File: src/include/deser_cfg.svh
`ifndef DESER_CFG_SVH
`define DESER_CFG_SVH

// --------------------
// Flit and word widths
// --------------------

// Width of one push flit in bits
`define DESER_PUSH_WIDTH 8

// Width of the assembled pop word in bits
// Must be a multiple of the push width and larger than it
`define DESER_POP_WIDTH 32

// --------------------
// Flit order
// --------------------

// 1 places the first flit of a packet in the most significant bits of the word
// 0 places the first flit in the least significant bits
`define DESER_MSB_FIRST 1

`endif

File: src/logic/deser_pkg.sv
`default_nettype none

`include "deser_cfg.svh"

package deser_pkg;

  // Number of push flits that make up one pop word
  localparam int NUM_FLITS = `DESER_POP_WIDTH / `DESER_PUSH_WIDTH;

  // Width of the flit id that travels with each push flit
  localparam int SLOT_W = $clog2(NUM_FLITS);

  // Flit id and slot index share one type
  typedef logic [SLOT_W-1:0] slot_idx_t;

  // Id of the final flit of a packet, which goes straight to the pop side
  localparam slot_idx_t LAST_ID = slot_idx_t'(NUM_FLITS - 1);

  typedef logic [`DESER_PUSH_WIDTH-1:0] push_flit_t;
  typedef logic [`DESER_POP_WIDTH-1:0] pop_word_t;

  // IDLE has nothing stored, COLLECT holds a partial packet,
  // LAST_WAIT has the last flit waiting on pop_ready
  typedef enum logic [1:0] {
    IDLE      = 2'd0,
    COLLECT   = 2'd1,
    LAST_WAIT = 2'd2
  } deser_state_e;

endpackage

`default_nettype wire

File: src/logic/deser_ctrl_fsm.sv
`timescale 1ns/1ps
`default_nettype none

module deser_ctrl_fsm (
  input  logic                    clk,
  input  logic                    arst_n,
  input  logic                    push_valid,
  input  deser_pkg::slot_idx_t    push_id,
  input  logic                    push_last,
  input  logic                    pop_ready,
  input  logic                    id_mismatch,
  output logic                    push_ready,
  output logic                    pop_valid,
  output logic                    advance,
  output logic                    restart,
  output logic                    store_en,
  output deser_pkg::slot_idx_t    store_idx,
  output logic                    clear,
  output deser_pkg::deser_state_e state,
  output logic                    id_error
);

  import deser_pkg::*;

  logic         id_zero;
  logic         last_flit;
  logic         accept;
  logic         discard;
  deser_state_e state_nxt;

  // --------------------
  // Flit decode
  // --------------------

  assign id_zero = (push_id == '0);

  // A matching last flit means every earlier slot has already been filled
  assign last_flit = push_valid && (push_id == LAST_ID) && !id_mismatch;

  // Only the last flit can be held back, and only by the pop side
  assign push_ready = !last_flit || pop_ready;
  assign accept     = push_valid && push_ready;

  // The word pops in the same cycle as its last flit
  assign pop_valid = last_flit;

  // --------------------
  // Datapath control
  // --------------------

  // A good nonzero flit moves the counter on, including the last one
  assign advance = accept && !id_mismatch && !id_zero;

  // Id 0 and bad ids both resynchronize the counter
  assign restart = accept && (id_zero || id_mismatch);

  // The last flit is never stored, it feeds pop_data directly
  assign store_en  = accept && !id_mismatch && (push_id != LAST_ID);
  assign store_idx = push_id;

  // Losing a partial packet is an error: a bad id anywhere, or id 0 arriving
  // while earlier flits are still held
  assign discard = accept && (id_mismatch || (id_zero && (state != IDLE)));
  assign clear   = discard;

  // --------------------
  // State machine
  // --------------------

  always_comb begin
    state_nxt = state;
    case (state)
      IDLE: begin
        if (accept && id_zero) begin
          state_nxt = COLLECT;
        end
      end
      COLLECT, LAST_WAIT: begin
        if (accept && id_mismatch) begin
          state_nxt = IDLE;
        end else if (accept && id_zero) begin
          state_nxt = COLLECT;
        end else if (last_flit) begin
          state_nxt = pop_ready ? IDLE : LAST_WAIT;
        end else begin
          state_nxt = COLLECT;
        end
      end
      default: begin
        state_nxt = IDLE;
      end
    endcase
  end

  always_ff @(posedge clk or negedge arst_n) begin
    if (!arst_n) begin
      state    <= IDLE;
      id_error <= 1'b0;
    end else begin
      state    <= state_nxt;
      // Error pulse shows up the cycle after the dropped flit
      id_error <= discard;
    end
  end

  // The sender must flag the final flit consistently with its id
  a_last_id_has_last: assert property (
    @(posedge clk) disable iff (!arst_n)
    (push_valid && (push_id == LAST_ID)) |-> push_last
  ) else $error("flit with last id %0d arrived without push_last", push_id);

  a_pop_needs_last: assert property (
    @(posedge clk) disable iff (!arst_n)
    pop_valid |-> push_last
  ) else $error("pop_valid without push_last on the push side");

  // A pulse only stretches when a new packet was lost in the same cycle
  a_id_error_pulse: assert property (
    @(posedge clk) disable iff (!arst_n)
    id_error |=> (!id_error || $past(discard))
  ) else $error("id_error held high without a new discard");

endmodule

`default_nettype wire

File: src/logic/flit_assembler.sv
`timescale 1ns/1ps
`default_nettype none

`include "deser_cfg.svh"

module flit_assembler (
  input  logic                 clk,
  input  logic                 arst_n,
  input  logic                 store_en,
  input  deser_pkg::slot_idx_t store_idx,
  input  logic                 clear,
  input  deser_pkg::push_flit_t push_data,
  output deser_pkg::pop_word_t  pop_data
);

  import deser_pkg::*;

  localparam int FLIT_W    = $bits(push_flit_t);
  localparam bit MSB_FIRST = (`DESER_MSB_FIRST != 0);

  // Slots for every flit except the last, indexed by flit id
  push_flit_t [NUM_FLITS-2:0] slot_q;

  // All flits of the packet in arrival order, last flit taken live
  push_flit_t [NUM_FLITS-1:0] flits;

  // --------------------
  // Slot storage
  // --------------------

  always_ff @(posedge clk or negedge arst_n) begin
    if (!arst_n) begin
      slot_q <= '0;
    end else begin
      for (int i = 0; i < NUM_FLITS - 1; i++) begin
        // A new id-0 flit writes slot 0 while the discard wipes the rest
        if (store_en && (store_idx == slot_idx_t'(i))) begin
          slot_q[i] <= push_data;
        end else if (clear) begin
          slot_q[i] <= '0;
        end
      end
    end
  end

  // --------------------
  // Word assembly
  // --------------------

  // Index NUM_FLITS-1 holds the live flit, so this is plain arrival order
  assign flits = {push_data, slot_q};

  // With MSB first the first flit lands at the top of the word
  // and the bit order inside each flit is never changed
  always_comb begin
    int pos;
    pop_data = '0;
    for (int i = 0; i < NUM_FLITS; i++) begin
      if (MSB_FIRST) begin
        pos = NUM_FLITS - 1 - i;
      end else begin
        pos = i;
      end
      pop_data[pos*FLIT_W +: FLIT_W] = flits[i];
    end
  end

  // The controller must never try to park the last flit in a slot
  a_store_idx_in_range: assert property (
    @(posedge clk) disable iff (!arst_n)
    store_en |-> (store_idx < LAST_ID)
  ) else $error("store into slot %0d which is not a storage slot", store_idx);

endmodule

`default_nettype wire

File: src/logic/flit_slot_counter.sv
`timescale 1ns/1ps
`default_nettype none

module flit_slot_counter (
  input  logic                 clk,
  input  logic                 arst_n,
  input  logic                 push_valid,
  input  deser_pkg::slot_idx_t push_id,
  input  logic                 advance,
  input  logic                 restart,
  output deser_pkg::slot_idx_t expected_id,
  output logic                 id_mismatch
);

  import deser_pkg::*;

  slot_idx_t expected_nxt;

  // --------------------
  // Next expected id
  // --------------------

  // Restart wins over advance since a restarting flit is never a good
  // continuation of the current packet
  always_comb begin
    expected_nxt = expected_id;
    if (restart) begin
      // An id-0 flit opens a new packet and was stored as slot 0,
      // so slot 1 comes next
      // A mismatching flit leaves nothing behind and we wait for a fresh id 0
      if (push_id == '0) begin
        expected_nxt = slot_idx_t'(1);
      end else begin
        expected_nxt = '0;
      end
    end else if (advance) begin
      // Wrap after the last flit so the next packet starts at id 0
      if (expected_id == LAST_ID) begin
        expected_nxt = '0;
      end else begin
        expected_nxt = expected_id + slot_idx_t'(1);
      end
    end
  end

  always_ff @(posedge clk or negedge arst_n) begin
    if (!arst_n) begin
      expected_id <= '0;
    end else begin
      expected_id <= expected_nxt;
    end
  end

  // --------------------
  // Sequence check
  // --------------------

  // Id 0 is never a mismatch because it always restarts a packet
  // Any other id must be exactly the one we expect
  assign id_mismatch = push_valid && (push_id != '0) && (push_id != expected_id);

  // The counter must stay inside the packet even when NUM_FLITS is not a power of two
  a_expected_in_range: assert property (
    @(posedge clk) disable iff (!arst_n)
    expected_id <= LAST_ID
  ) else $error("expected_id %0d beyond last flit id %0d", expected_id, LAST_ID);

endmodule

`default_nettype wire

File: src/logic/flow_deserializer.sv
`timescale 1ns/1ps
`default_nettype none

module flow_deserializer (
  input  logic                  clk,
  input  logic                  arst_n,

  // Narrow push side, one flit per transfer
  input  logic                  push_valid,
  input  deser_pkg::push_flit_t push_data,
  input  deser_pkg::slot_idx_t  push_id,
  input  logic                  push_last,
  output logic                  push_ready,

  // Wide pop side, one whole packet per transfer
  input  logic                  pop_ready,
  output logic                  pop_valid,
  output deser_pkg::pop_word_t  pop_data,

  // Pulses once for every packet lost to a sequence error
  output logic                  id_error
);

  import deser_pkg::*;

  // --------------------
  // Internal wires
  // --------------------

  logic      id_mismatch;
  logic      advance;
  logic      restart;
  logic      store_en;
  slot_idx_t store_idx;
  logic      clear;

  // Tracks which flit id should come next
  flit_slot_counter u_counter (
    .clk         (clk),
    .arst_n      (arst_n),
    .push_valid  (push_valid),
    .push_id     (push_id),
    .advance     (advance),
    .restart     (restart),
    .expected_id (),
    .id_mismatch (id_mismatch)
  );

  // Handshakes, slot writes and error reporting
  deser_ctrl_fsm u_ctrl (
    .clk         (clk),
    .arst_n      (arst_n),
    .push_valid  (push_valid),
    .push_id     (push_id),
    .push_last   (push_last),
    .pop_ready   (pop_ready),
    .id_mismatch (id_mismatch),
    .push_ready  (push_ready),
    .pop_valid   (pop_valid),
    .advance     (advance),
    .restart     (restart),
    .store_en    (store_en),
    .store_idx   (store_idx),
    .clear       (clear),
    .state       (),
    .id_error    (id_error)
  );

  // Slot registers plus the ordered word
  flit_assembler u_assembler (
    .clk       (clk),
    .arst_n    (arst_n),
    .store_en  (store_en),
    .store_idx (store_idx),
    .clear     (clear),
    .push_data (push_data),
    .pop_data  (pop_data)
  );

endmodule

`default_nettype wire

File: config.mk
export PLATFORM = sky130hd
export DESIGN_NAME = flow_deserializer
export DESIGN_NICKNAME = d
export VERILOG_FILES = /design/src/logic/deser_pkg.sv /design/src/logic/deser_ctrl_fsm.sv /design/src/logic/flit_assembler.sv /design/src/logic/flit_slot_counter.sv /design/src/logic/flow_deserializer.sv
export VERILOG_INCLUDE_DIRS = /design/src /design/src/include
export SDC_FILE = /design/constraint.sdc
export NUM_CORES = 1
export LEC_CHECK = 0
export ABC_CLOCK_PERIOD_IN_PS = 2200
export BUFFER_PORTS_ARGS = -buffer_cell sky130_fd_sc_hd__buf_4
export CAP_MARGIN = 20
export CORE_MARGIN = 5
export CORE_UTILIZATION = 50
export CTS_BUF_LIST = sky130_fd_sc_hd__clkbuf_16
export CTS_CLUSTER_SIZE = 12
export DETAILED_ROUTE_END_ITERATION = 12
export GPL_TIMING_DRIVEN = 0
export HOLD_SLACK_MARGIN = 0.15
export PLACE_DENSITY = 0.78
export SYNTH_ARGS = -nofsm -noshare
export SYNTH_HDL_FRONTEND = slang
export SYNTH_HIERARCHICAL = 1
export SYNTH_SLANG_ARGS = --single-unit
File: constraint.sdc
create_clock -name clk -period 2.2 [get_ports clk]
set_input_delay 0.44 -clock clk [delete_from_list [all_inputs] [get_ports clk]]
set_output_delay 0.44 -clock clk [all_outputs]
set_load 0.05 [all_outputs]
### After elaboration in Yosys (flattened, before gate mapping)

Cells that the tools add are included.

| operators by class | value |
|---|---|
| $add $sub $neg | 1 |
| equality and inequality tests | 9 |
| multiplexer cells | 14 |
| reductions and logical operators | 31 |

Operator list:

| operator | count |
|---|---|
| two-way mux 8 bit | 4 |
| logical AND 1 bit | 16 |
| two-way mux 2 bit | 8 |
| nonzero test 2 bit | 6 |
| equality test 2 bit (second input constant) | 4 |
| equality test 2 x 1 -> 1 bit (second input constant) | 2 |
| logical NOT 2 bit | 2 |
| case mux 2 bit (2 select lines) | 1 |
| logical NOT 1 bit | 3 |
| logical OR 1 bit | 3 |
| adder 2 x 1 -> 2 bit (second input constant) | 1 |
| != test 2 x 1 -> 1 bit (second input constant) | 1 |
| != test 2 bit | 1 |
| != test 2 bit (second input constant) | 1 |
| OR reduction 2 bit | 1 |
| two-way mux 1 bit | 1 |

| word-level totals | value |
|---|---|
| register bits after elaboration | 29 |
| word-level logic and storage cells | 61 |

### Depth between registers and ports, before layout

Gate-level depths: netlist of run 1.

| logic depth | value |
|---|---|
| depth after elaboration | 12 |
| depth in mapped cells | 8 |

### By module

Netlist of run 1, hierarchy kept.

By module, submodules not included:

| module | times used | cells each | area each (um^2) | seq. area each (um^2) |
|---|---|---|---|---|
| flit_assembler | 1 | 85 | 1,131.1 | 600.6 |
| deser_ctrl_fsm | 1 | 33 | 265.3 | 75.1 |
| flit_slot_counter | 1 | 16 | 135.1 | 50.0 |

### Worst setup path before layout of run 1

Ideal clock, no wire load.

| timing | value |
|---|---|
| path type | in2reg |
| from | input push_id[0] |
| to | register u_assembler.slot_q, in the netlist u_assembler/pop_data[24] |
| data arrival time | 1.934 ns |
| data required time | 2.075 ns |
| setup slack | 0.141 ns |
| stages | 7 |
| path buffers | 0 |
| path through | nand2b_1 > a21oi_1 > a31o_1 > nand2b_4 > a21oi_1 > nor3b_4 > mux2_2 |

| on the way | value |
|---|---|
| cells in the longest elaborated chain, start to end | 12 |
| elaborated cells on any way between the ends | 21 |

RTL lines:

| item | RTL line | source |
|---|---|---|
| from (decl) | flow_deserializer.sv:11 | `input deser_pkg::slot_idx_t push_id,` |
| nonzero test 2 bit | flit_slot_counter.sv:60 | `assign id_mismatch = push_valid && (push_id != '0) && (push_id != expected_id);` |
| logical AND 1 bit | flit_slot_counter.sv:60 |  |
| logical AND 1 bit (*) | flit_slot_counter.sv:60 |  |
| via id_mismatch | flow_deserializer.sv:30 | `logic id_mismatch;` |
| logical NOT 1 bit (*) | deser_ctrl_fsm.sv:38, deser_ctrl_fsm.sv:58 |  |
| logical AND 1 bit | deser_ctrl_fsm.sv:38 | `assign last_flit = push_valid && (push_id == LAST_ID) && !id_mismatch;` |
| logical NOT 1 bit | deser_ctrl_fsm.sv:41 | `assign push_ready = !last_flit \|\| pop_ready;` |
| logical OR 1 bit | deser_ctrl_fsm.sv:41 |  |
| logical AND 1 bit | deser_ctrl_fsm.sv:42 | `assign accept = push_valid && push_ready;` |
| logical AND 1 bit (*) (2 in series) | deser_ctrl_fsm.sv:58 | `assign store_en = accept && !id_mismatch && (push_id != LAST_ID);` |
| via store_en | flow_deserializer.sv:33 | `logic store_en;` |
| logical AND 1 bit (*) | flit_assembler.sv:37 | `if (store_en && (store_idx == slot_idx_t'(i))) begin` |
| two-way mux 8 bit or nonzero test 2 bit (tied branches) | n/a |  |
| to (signal, indexed assignment) | flit_assembler.sv:38 | `slot_q[i] <= push_data;` |
| to (decl) | flit_assembler.sv:22 | `push_flit_t [NUM_FLITS-2:0] slot_q;` |

Mark *: on every way through the listed nets, which the timed path passes. The rest lies on a longest branch.
A chain may end at the register's enable or synchronous reset.

### Worst setup path after layout of run 1

| timing | value |
|---|---|
| from | register u_counter.expected_id[0] |
| to | output push_ready |

| on the way | value |
|---|---|
| cells in the longest elaborated chain, start to end | 6 |

RTL lines:

| item | RTL line | source |
|---|---|---|
| from (decl) | flit_slot_counter.sv:11 | `output deser_pkg::slot_idx_t expected_id,` |
| from (signal assigned) | flit_slot_counter.sv:50 | `expected_id <= expected_nxt;` |
| != test 2 bit | flit_slot_counter.sv:60 |  |
| logical AND 1 bit | flit_slot_counter.sv:60 |  |
| via id_mismatch | flow_deserializer.sv:30 |  |
| logical NOT 1 bit | deser_ctrl_fsm.sv:38 |  |
| logical AND 1 bit | deser_ctrl_fsm.sv:38 |  |
| logical NOT 1 bit | deser_ctrl_fsm.sv:41 |  |
| logical OR 1 bit | deser_ctrl_fsm.sv:41 |  |
| to (decl) | flow_deserializer.sv:13 | `output logic push_ready,` |

The timed path passes the listed nets, and every way through them passes these cells.

==> metrics.log, run 1 <==
[metrics] status: complete, no violations
[metrics] r2r setup slk: 0.11 ns
[metrics] total vias in the final route: 1,203
[metrics] number of remaining DRC errors: 0
[metrics] termination of the worst setup path: push_ready
[metrics] arrival time at the worst endpoint: 1.73 ns
[metrics] placement row count: 20
[metrics] utilization after layout: 70.83%
[metrics] first-pass iteration count of the detailed router: 4
[metrics] Seq cells post-synth: 29
[metrics] I/O pin count: 50
[metrics] sum of buffers and inverters on the critical path: 1
[metrics] Final Wtd Congestion: 0.8532
[metrics] Final Hold Slack: 0.4270 ns
[metrics] post-route design area: 2127 um2
[metrics] unrepaired setup endpoints after global routing: true
[metrics] width of the die: 65.35 um
[metrics] Synth area leader: dfrtp_1
[metrics] RR Startpoint: u_counter/expected_id[0]
[metrics] floorplan die height: 65.35 um
[metrics] setup slack after placement: -0.2611 ns
[metrics] Final Cycle Share: 98.83%
[metrics] minimum period implied by the final worst setup slack: 2.174 ns
[metrics] clock-pin slew on the worst setup and hold paths: 0.05 ns
[metrics] Worst path max stage delay: 0.40 ns
[metrics] via count of the first global-routing pass: 1,225
[metrics] Max IR drop VDD: 0.8133 mV
[metrics] Top Family by Delay on Critical Path: simple AND/OR/NAND/NOR gates
[metrics] Max Fanout on Critical Path: 4
[metrics] Netlist Area Pre-Place: 1531 um2
[metrics] min setup slack post-route: 0.02584 ns
[metrics] number of buffers created by CTS: 5
[metrics] H-tree levels: 2
[metrics] die area: 4270 um2
[metrics] total congestion overflow: 0
[metrics] terminus of the critical flop-to-flop path: u_assembler/pop_data[31]
[metrics] Post-Place Cells: 215
[metrics] cell-by-cell listing of the critical path: nand2b_1 > a21oi_2 > a31o_1 > nand2b_4 > or3_4 > buf_8
[metrics] Syn Inst Count: 134
[metrics] CTS root buffer: clkbuf_16
[metrics] tightest slew margin relative to the limit: 71.75%
[metrics] insertion delay to the later sink of the worst-skew pair: 0.27 ns
[metrics] core box area: 3003 um2
[metrics] share of final-layout standard cells stronger than drive strength 1: 51.79%
[metrics] number of endpoints failing setup at the final stage: 0
[metrics] class of the tightest hold or removal check: in -> reg
[metrics] pin count of the biggest net entering global routing: 30
[metrics] drt first-iter violations: 75
[metrics] Diodes inserted: 0
[metrics] share of flip-flops with an asynchronous set or reset: 100.0%
[metrics] Post-synth EDFFs: 0
[metrics] Finished Layout Cells: 228
[metrics] CP required: 1.76 ns
[metrics] post-synth net total: 152
[metrics] GR Util All Layers: 17.97%
[metrics] max-slew violation count: 0
[metrics] Post-Route Setup TNS: 0 ns
[metrics] worst-margin pin slew: 0.4205 ns
[metrics] sort of element at the end of the critical path: output port
[metrics] top cells by area, synth: dfrtp_1, mux2_2, nor2b_1, buf_4, nor2_1
[metrics] number of buffers between clock root and the deepest sink: 2
[metrics] port bufs: 48
[metrics] Num Clock Sinks: 29
[metrics] cell with the most instances after synthesis: dfrtp_1
[metrics] area fraction of the dominant cell type after synthesis: 47.39%
[metrics] start point of the critical path: u_counter/expected_id[0]
[metrics] Vias per Instance: 5.276
[metrics] Hold Vio Cnt, Final: 0
[metrics] worst clock skew: 0.007028 ns
[metrics] cell types with the highest counts after synthesis: dfrtp_1, mux2_2, nor2b_1, nor2_1, buf_4
[metrics] synthesized area per cell: 11.43 um2
[metrics] count of warnings emitted by yosys: 6
[metrics] worst reg-to-reg path cell count: 8
[metrics] portion of the post-synthesis area used by sequential elements: 47.39%
[metrics] distinct cell type count of the synthesized netlist: 27
[metrics] remaining antenna violation count: 0
[metrics] effective utilization at floorplan: 51.00%
[metrics] most used flip-flop cell after synthesis: dfrtp_1
[metrics] Critical Setup Path Class: reg -> out
[metrics] post-detailed-placement cell area: 1933 um2
[metrics] aggregate routed wire length: 3515 um
[metrics] Power per Cell Area: 1046 nW/um2
[metrics] initial antenna violation count: 0
[metrics] number of max-capacitance violations reported: 0
[metrics] wire length of the first global-routing pass: 5761 um
[metrics] number of gates on the worst path with buffers counted: 6
[metrics] Detailed Place HPWL: 2472 um
[metrics] detailed-route wire length per cell: 15.42 um
[metrics] standard cell with the maximum stage delay on the critical path: dfrtp_1
[metrics] area grow syn2layout: 38.89%
[metrics] net count reported at finish: 213
[metrics] upper clock frequency limit: 459.9 MHz
[metrics] Critical Path Start Type: register
[metrics] Static Leak: 1.119 nW
[metrics] Final Total Pwr: 2.226 mW
[metrics] TritonCTS clock tree: built
==> layout by cell type (no fill, tap or decap) <==
| master | instances |
|---|---|
| nand3b_2 | 2 |
| nand2_1 | 2 |
| mux2_2 | 24 |
| nand2b_1 | 1 |
| o21ai_1 | 1 |
| or3_4 | 1 |
| clkbuf_1 | 1 |
| nor3b_4 | 1 |
| a21boi_0 | 1 |
| dlygate4sd3_1 | 1 |
| nand2_2 | 1 |
| nand2b_4 | 1 |
| buf_2 | 1 |
| nor3_1 | 2 |
| a21oi_2 | 1 |
| nor2b_1 | 24 |
| inv_1 | 6 |
| nand3_1 | 1 |
| nor2_1 | 10 |
| a31o_1 | 1 |
| o31ai_1 | 1 |
| ha_1 | 3 |
| nor2_2 | 1 |
| buf_8 | 1 |
| o21ai_0 | 1 |
| mux2i_1 | 2 |
| a21oi_1 | 2 |
| buf_4 | 62 |
| o211ai_1 | 1 |
| nand4b_1 | 1 |
| clkinv_1 | 1 |
| dfrtp_1 | 29 |
| clkbuf_16 | 5 |
| o311ai_0 | 2 |
==> flip-flops by register name (all words and copies together) (netlist names) <==
register	flops
u_assembler/pop_data	24
u_counter/expected_id	2
u_ctrl/state	2
u_ctrl/id_error	1
==> layer usage <==
metal	GRT usage [%]	vias up	part of all wire, %
met5	0	-	0
met4	7.772	0	2.2
met3	5.812	8	5.0
met2	31.48	30	55
met1	19.78	595	38
li1	-	570	-
==> worst register-to-register path, delay by kind of cell, from the launching register on <==
family / cells / cell delay (ns)
flops: 1 / 0.40
buf+inv: 1 / 0.17
simple gates: 3 / 0.52
mux: 1 / 0.34
compound gates: 3 / 0.54
==> worst min-delay path by stage <==
stage,start,endpoint,cells after the start
final,push_data[0],u_assembler/pop_data[24],2
after global routing,push_data[5],u_assembler/pop_data[13],2
after CTS,push_data[0],u_assembler/pop_data[24],2
after detailed placement,arst_n,u_assembler/pop_data[8],1
after global placement,arst_n,u_assembler/pop_data[8],1
after floorplan,arst_n,u_assembler/pop_data[10],0
==> area by class of cell <==
cell class | count | area [um2]
Inverter | 5 | 18.77
Tap cell | 33 | 41.29
Clock buffer | 5 | 125.1
Buffer | 12 | 83.83
Fill cell | 233 | 875.8
Sequential cell | 29 | 725.7
Clock inverter | 2 | 7.507
Timing Repair Buffer | 54 | 415.4
Multi-Input combinational cell | 88 | 709.4
==> kinds of logic after synthesis <==
family                   synth area share (%)
AO/OA/AOI/OAI                           4.821
adder cells (fa/ha/maj)                 2.451
buffers and inverters                   6.699
flip-flops                              47.39
multiplexers                            18.95
AND/OR/NAND/NOR                         19.69
==> repair_timing <==
action | 4_1_cts | 5_1_grt
buffers inserted | 2 | 3
resized for setup | 1 | 4
hold buffers | 1 | 0
hold endpoints to repair | 29 | 0
pin swaps | 1 | 1
setup endpoints to repair | 9 | 21
==> power by group <==
group	switching [mW]	internal (mW)	total, mW
Sequential	0.0657	0.642	0.708
Combinational	0.562	0.345	0.907
Clock	0.209	0.401	0.610
No activity file was read; power rests on OpenSTA's default activity.
==> inputs of run 2 (changes only) <==
- ABC_AREA: not set -> 1
- CORE_MARGIN: 5 -> 2
- SLEW_MARGIN: not set -> 25
==> run 2 against run 1 <==
- cell area increased by 0.65%
- routed wire length rose by 3.2%
- via count rose by 20%
- fmax grew 14%
- non-clock buffer count is the same
- clock skew decreased by 0.0055 ns
- critical path type unchanged
==> metrics.log, run 2 <==
[metrics] Critical Setup Path Class: reg -> out
[metrics] placement row count: 20
[metrics] effective utilization at floorplan: 52.11%
[metrics] upper clock frequency limit: 524.2 MHz
[metrics] min setup slack post-route: 0.2925 ns
[metrics] Worst path max stage delay: 0.42 ns
[metrics] net switching power figure: 0.7981 mW
[metrics] relative contribution of combinational cells to total power: 37.3%
[metrics] Synth area leader: dfrtp_1
[metrics] Critical Path Start Type: register
[metrics] r2r setup slk: 0.32 ns
[metrics] most used flip-flop cell after synthesis: dfrtp_1
[metrics] CP required: 1.76 ns
[metrics] Diodes inserted: 0
[metrics] TritonCTS clock tree: built
[metrics] cell with the most instances after synthesis: nand2_1
[metrics] wire length of the first global-routing pass: 6127 um
[metrics] insertion delay to the later sink of the worst-skew pair: 0.26 ns
[metrics] max-slew violation count: 0
[metrics] pin count of the biggest net entering global routing: 30
[metrics] arrival time at the worst endpoint: 1.47 ns
[metrics] sequential power share: 33.1%
[metrics] start point of the critical path: u_counter/expected_id[0]
[metrics] status: complete, no violations
[metrics] core box area: 3028 um2
[metrics] Final Cycle Share: 86.70%
[metrics] synthesized area per cell: 8.765 um2
[metrics] count of warnings emitted by yosys: 6
[metrics] remaining antenna violation count: 0
[metrics] net count reported at finish: 254
[metrics] standard cell with the maximum stage delay on the critical path: dfrtp_1
[metrics] port bufs: 48
[metrics] first-pass iteration count of the detailed router: 4
[metrics] unrepaired setup endpoints after global routing: false
[metrics] filler instances: 264
[metrics] most frequent cells in the layout: buf_4, nand2_1, nand3_1
[metrics] instance count along the most critical hold path: 3
[metrics] total vias in the final route: 1,444
[metrics] detailed-route wire length per cell: 12.91 um
[metrics] hold path endpoint: u_assembler/pop_data[30]
[metrics] Max Fanout on Critical Path: 5
[metrics] GR Util All Layers: 22.45%
[metrics] area fraction of the dominant cell type after synthesis: 46.00%
[metrics] die area: 3621 um2
[metrics] cell-by-cell listing of the critical path: inv_1 > nand2_1 > nand2_1 > a21oi_2 > nor2_4 > inv_2 > nor2_2 > buf_4
[metrics] tightest slew margin relative to the limit: 75.65%
[metrics] portion of the post-synthesis area used by sequential elements: 46.00%
[metrics] worst clock skew: 0.001488 ns
[metrics] Vias per Instance: 5.139
[metrics] Syn Inst Count: 180
[metrics] post-CTS setup-driven buffer insertion count: 0
[metrics] cell mode on critical path: nand2_1
[metrics] cell types with the highest counts after synthesis: nand2_1, nand3_1, dfrtp_1, nand4_1, buf_4
[metrics] width of the die: 60.18 um
[metrics] utilization after layout: 70.70%
[metrics] number of buffers between clock root and the deepest sink: 2
[metrics] number of buffers created by CTS: 5
[metrics] cts repair resizes: 0
[metrics] post-route design area: 2141 um2
[metrics] number of buffers added to fix hold violations after cts: 1
[metrics] most common cell after layout, fill and taps aside: buf_4
[metrics] class of the tightest hold or removal check: in -> reg
[metrics] top cells by area, synth: dfrtp_1, nand3_1, nand2_1, nand4_1, buf_4
[metrics] Final Hold Slack: 0.4475 ns
[metrics] Netlist Area Pre-Place: 1578 um2
[metrics] Max IR drop VDD: 0.7210 mV
[metrics] post-detailed-placement cell area: 1993 um2
[metrics] Detailed Place HPWL: 2679 um
[metrics] Seq cells post-synth: 29
[metrics] drt first-iter violations: 48
[metrics] Final Wtd Congestion: 0.7958
[metrics] sum of buffers and inverters on the critical path: 3
[metrics] power share of the clock group: 29.6%
[metrics] distinct cell type count of the synthesized netlist: 24
[metrics] Post-Route Setup TNS: 0 ns
[metrics] share of flip-flops with an asynchronous set or reset: 100.0%
[metrics] number of remaining DRC errors: 0
[metrics] setup slack after placement: 0.1774 ns
[metrics] aggregate routed wire length: 3628 um
[metrics] post-synth net total: 198
[metrics] cell-internal power: 1.281 mW
[metrics] worst-margin pin slew: 0.3652 ns
[metrics] minimum period implied by the final worst setup slack: 1.907 ns
[metrics] Num Clock Sinks: 29
[metrics] worst reg-to-reg path cell count: 12
[metrics] Final Total Pwr: 2.079 mW
[metrics] terminus of the critical flop-to-flop path: u_assembler/pop_data[17]
[metrics] switching part of the total: 38.39%
[metrics] Largest register FFs: 24
[metrics] clock-pin slew on the worst setup and hold paths: 0.05 ns
[metrics] initial antenna violation count: 0
[metrics] floorplan die height: 60.18 um
[metrics] Static Leak: 1.195 nW
[metrics] CTS root buffer: clkbuf_16
[metrics] I/O pin count: 50
[metrics] Post-synth EDFFs: 0
[metrics] number of endpoints failing setup at the final stage: 0
[metrics] area grow syn2layout: 35.69%
[metrics] H-tree levels: 2
[metrics] share of final-layout standard cells stronger than drive strength 1: 37.13%
[metrics] Hold Startpoint: push_data[6]
[metrics] Power per Cell Area: 971.0 nW/um2
[metrics] Hold Vio Cnt, Final: 0
[metrics] Finished Layout Cells: 281
[metrics] Top Family by Delay on Critical Path: flip-flops
[metrics] number of max-capacitance violations reported: 0
[metrics] total congestion overflow: 0
[metrics] via count of the first global-routing pass: 1,405
[metrics] sort of element at the end of the critical path: output port
[metrics] RR Startpoint: u_counter/expected_id[0]
[metrics] Post-Place Cells: 272
[run 2: cells by family after synthesis]
kind of cell	share of synthesized area (%)
AOI/OAI and AO/OA	1.823
adders and majority gates	2.379
buffers and inverters	12.69
DFF	46.00
and+or+nand+nor	37.11
[run 2: layout make-up]
cell class	instances	area [um2]	area share (%)
plain buffers	17	136.4	6.371
clock buffers	5	125.1	5.845
clock inverters	3	12.51	0.5845
inverters	17	63.81	2.981
multi-input cells	117	651.9	30.45
flip-flops and latches	29	725.7	33.90
well taps	44	55.05	2.572
repair buffers	49	370.4	17.30
[run 2: worst max-delay path by stage]
| stage | endpoint | slack, ns | cells after the start |
|---|---|---|---|
| finish | pop_valid | 0.29 | 8 |
| global route | u_assembler/pop_data[11] | 0.10 | 12 |
| CTS | pop_valid | 0.30 | 8 |
| detailed placement | u_assembler/pop_data[11] | 0.18 | 11 |
| global placement | u_assembler/pop_data[13] | 0.23 | 13 |
| floorplan | u_assembler/pop_data[10] | 0.40 | 10 |
[run 2: power groups by stage]
stage	logic (mW)	registers, mW	clock network [mW]
2_1_floorplan	0.315	0.926	0
3_3_place_gp	0.759	0.695	0
3_5_place_dp	0.774	0.697	0
4_1_cts	0.779	0.689	0.629
5_1_grt	0.845	0.700	0.647
6_report	0.775	0.689	0.615
[run 2: layer usage]
layer	part of all wire (%)	vias to the layer above	wire, um	track usage [%]
li1	-	707	-	-
met1	41	678	1499	26.03
met2	51	51	1853	40.22
met3	5.6	8	204	4.329
met4	1.9	0	70	8.889
met5	0	-	0	0
[run 2: tightest hold or removal path, cell delays in order]
cell	delay (ns)
buf_4	0.11
nand3_1	0.07
nand2_1	0.06
==> inputs of run 3 (changes only) <==
- ABC_CLOCK_PERIOD_IN_PS: 2200 -> 1600
- CORE_UTILIZATION: 50 -> 45
- PLACE_DENSITY: 0.78 -> 0.74
- clock period: 2.2 -> 1.6 ns (I/O delays scaled with it)
==> run 3 against run 2 <==
- the run now ends with negative setup slack left
- critical path type unchanged
- highest routed layer unchanged
- first-iteration DRC count rose by 140%
- largest cell class is now multi-input combinational cells
- final cell count up 5.0%
- global-route usage shrank 1.6 points
- clock skew up 0.00090 ns
==> metrics.log, run 3 (synthesized netlist as in run 2, its figures left out) <==
[metrics] core box area: 3363 um2
[metrics] standard cell with the maximum stage delay on the critical path: dfrtp_1
[metrics] met1 wire length: 1589 um
[metrics] class of the tightest hold or removal check: in -> reg
[metrics] most frequent cells in the layout: buf_4, nand2_1, dfrtp_1
[metrics] effective utilization at floorplan: 46.91%
[metrics] area grow syn2layout: 52.82%
[metrics] initial antenna violation count: 0
[metrics] net count reported at finish: 266
[metrics] uppermost signal routing layer after detailed routing: met4
[metrics] H-tree levels: 2
[metrics] detailed-route wire length per cell: 13.08 um
[metrics] Critical Path Start Type: register
[metrics] aggregate routed wire length: 3860 um
[metrics] port bufs: 48
[metrics] Detailed Place HPWL: 2684 um
[metrics] status: finished, violations left
[metrics] GR Util All Layers: 20.80%
[metrics] RR Startpoint: u_counter/expected_id[1]
[metrics] max-slew violation count: 0
[metrics] most common cell after layout, fill and taps aside: buf_4
[metrics] r2r setup slk: -0.03 ns
[metrics] number of max-capacitance violations reported: 0
[metrics] Post-Place Cells: 274
[metrics] arrival time at the worst endpoint: 1.35 ns
[metrics] placement row count: 21
[metrics] first-pass iteration count of the detailed router: 4
[metrics] pin count of the biggest net entering global routing: 30
[metrics] Final Wtd Congestion: 0.7952
[metrics] remaining antenna violation count: 0
[metrics] Num Clock Sinks: 29
[metrics] CP required: 1.28 ns
[metrics] Finished Layout Cells: 295
[metrics] met3 WL: 232 um
[metrics] worst-margin pin slew: 0.3604 ns
[metrics] hold path endpoint: u_assembler/pop_data[30]
[metrics] Static Leak: 1.298 nW
[metrics] Vias per Instance: 5.115
[metrics] die area: 3996 um2
[metrics] number of endpoints failing setup at the final stage: 20
[metrics] Hold Vio Cnt, Final: 0
[metrics] tightest slew margin relative to the limit: 75.88%
[metrics] min setup slack post-route: -0.07003 ns
[metrics] Max Fanout on Critical Path: 3
[metrics] worst reg-to-reg path cell count: 12
[metrics] drt first-iter violations: 117
[metrics] Worst path max stage delay: 0.39 ns
[metrics] cell-by-cell listing of the critical path: inv_1 > nand2_1 > nand2_1 > a21oi_2 > nor2_4 > inv_2 > nor2_4 > buf_6
[metrics] instance count along the most critical hold path: 3
[metrics] floorplan die height: 63.21 um
[metrics] Critical Setup Path Class: reg -> out
[metrics] worst clock skew: 0.002391 ns
[metrics] CTS root buffer: clkbuf_16
[metrics] sort of element at the end of the critical path: output port
[metrics] minimum period implied by the final worst setup slack: 1.670 ns
[metrics] setup slack after placement: -0.2028 ns
[metrics] violated checks: negative setup slack
[metrics] TritonCTS clock tree: built
[metrics] unrepaired setup endpoints after global routing: true
[metrics] number of buffers created by CTS: 5
[metrics] Diodes inserted: 0
[metrics] total vias in the final route: 1,509
[metrics] width of the die: 63.21 um
[metrics] Largest register FFs: 24
[metrics] Power per Cell Area: 1276 nW/um2
[metrics] number of buffers between clock root and the deepest sink: 2
[metrics] insertion delay to the later sink of the worst-skew pair: 0.27 ns
[metrics] Hold Startpoint: push_data[6]
[metrics] wire length of the first global-routing pass: 6527 um
[metrics] Routed met2 length: 1996 um
[metrics] clock-pin slew on the worst setup and hold paths: 0.05 ns
[metrics] I/O pin count: 50
[metrics] share of final-layout standard cells stronger than drive strength 1: 48.19%
[metrics] number of remaining DRC errors: 0
[metrics] via count of the first global-routing pass: 1,438
[metrics] Final Cycle Share: 104.4%
[metrics] total congestion overflow: 0
[metrics] Max IR drop VDD: 0.8172 mV
[metrics] upper clock frequency limit: 598.8 MHz
[metrics] terminus of the critical flop-to-flop path: u_assembler/pop_data[10]
-- run 3: changes by cell type in the layout (fill, tap and decap cells not counted), moves of 2 or more --
cell	change
nand3_1	-13
nand3_2	+12
buf_4	+6
buf_6	+4
nand2_1	-3
buf_8	+2
inv_1	-2
nand2_2	+2
-- run 3: worst max path at each step --
stage                                    end                     start  slack, ns
floorplan           u_assembler/pop_data[15]  u_counter/expected_id[0]      -0.12
global route                       pop_valid  u_counter/expected_id[0]      -0.15
CTS                                pop_valid  u_counter/expected_id[1]      -0.08
detailed placement  u_assembler/pop_data[10]                push_id[1]      -0.20
global placement    u_assembler/pop_data[10]                push_id[1]      -0.17
finish                             pop_valid  u_counter/expected_id[1]      -0.07
-- run 3: timing repair --
action	CTS	global route
endpoints found under the hold margin	29	0
setup endpoints to repair	28	28
cloned	1	1
buffers inserted	7	3
gates resized for setup	7	15
hold buffers	1	0
pin swaps	4	2
-- run 3: per-stage QoR --
stage                     power, mW  TNS (ns)  util [%]  area (um2)  hold WS [ns]
after CTS                     3.004   -0.1536     68.68        2310        0.3154
after global placement        2.043    -3.490     61.53        2069        0.2629
after detailed placement      2.065    -4.050     61.53        2069        0.2608
after floorplan               1.747    -2.152         -        1652       0.02441
after global routing          3.241    -3.137     71.69        2411        0.3358
final                         3.077   -0.3668     71.69        2411        0.3210
-- run 3: area by class of cell --
cell class	count	area (um2)
clock buffer	5	125.1
sequential	29	725.7
fill	279	952.2
tap	46	57.56
buffer	17	162.7
multi-input combinational	117	764.5
clock inverter	3	12.51
timing repair buffer	61	496.7
inverter	17	66.31
-- run 3: report_power, final --
part | switching [mW] | internal [mW] | total (mW) | leakage (nW)
clock | 0.298 | 0.559 | 0.858 | 0.0687
combinational | 0.791 | 0.481 | 1.27 | 0.841
sequential | 0.0848 | 0.863 | 0.947 | 0.388
-- run 3: layer usage --
metal	GRT usage [%]	vias to the layer above
li1	-	738
met2	36.44	50
met1	25.03	717
met3	4.821	4
met5	0	-
met4	7.337	0
-- run 3: critical path, delay by kind of cell, from the launching register on --
family,cells,cell delay (ns)
AO/OA/AOI/OAI,1,0.07
AND/OR/NAND/NOR,4,0.33
buffers and inverters,3,0.29
flip-flops,1,0.39
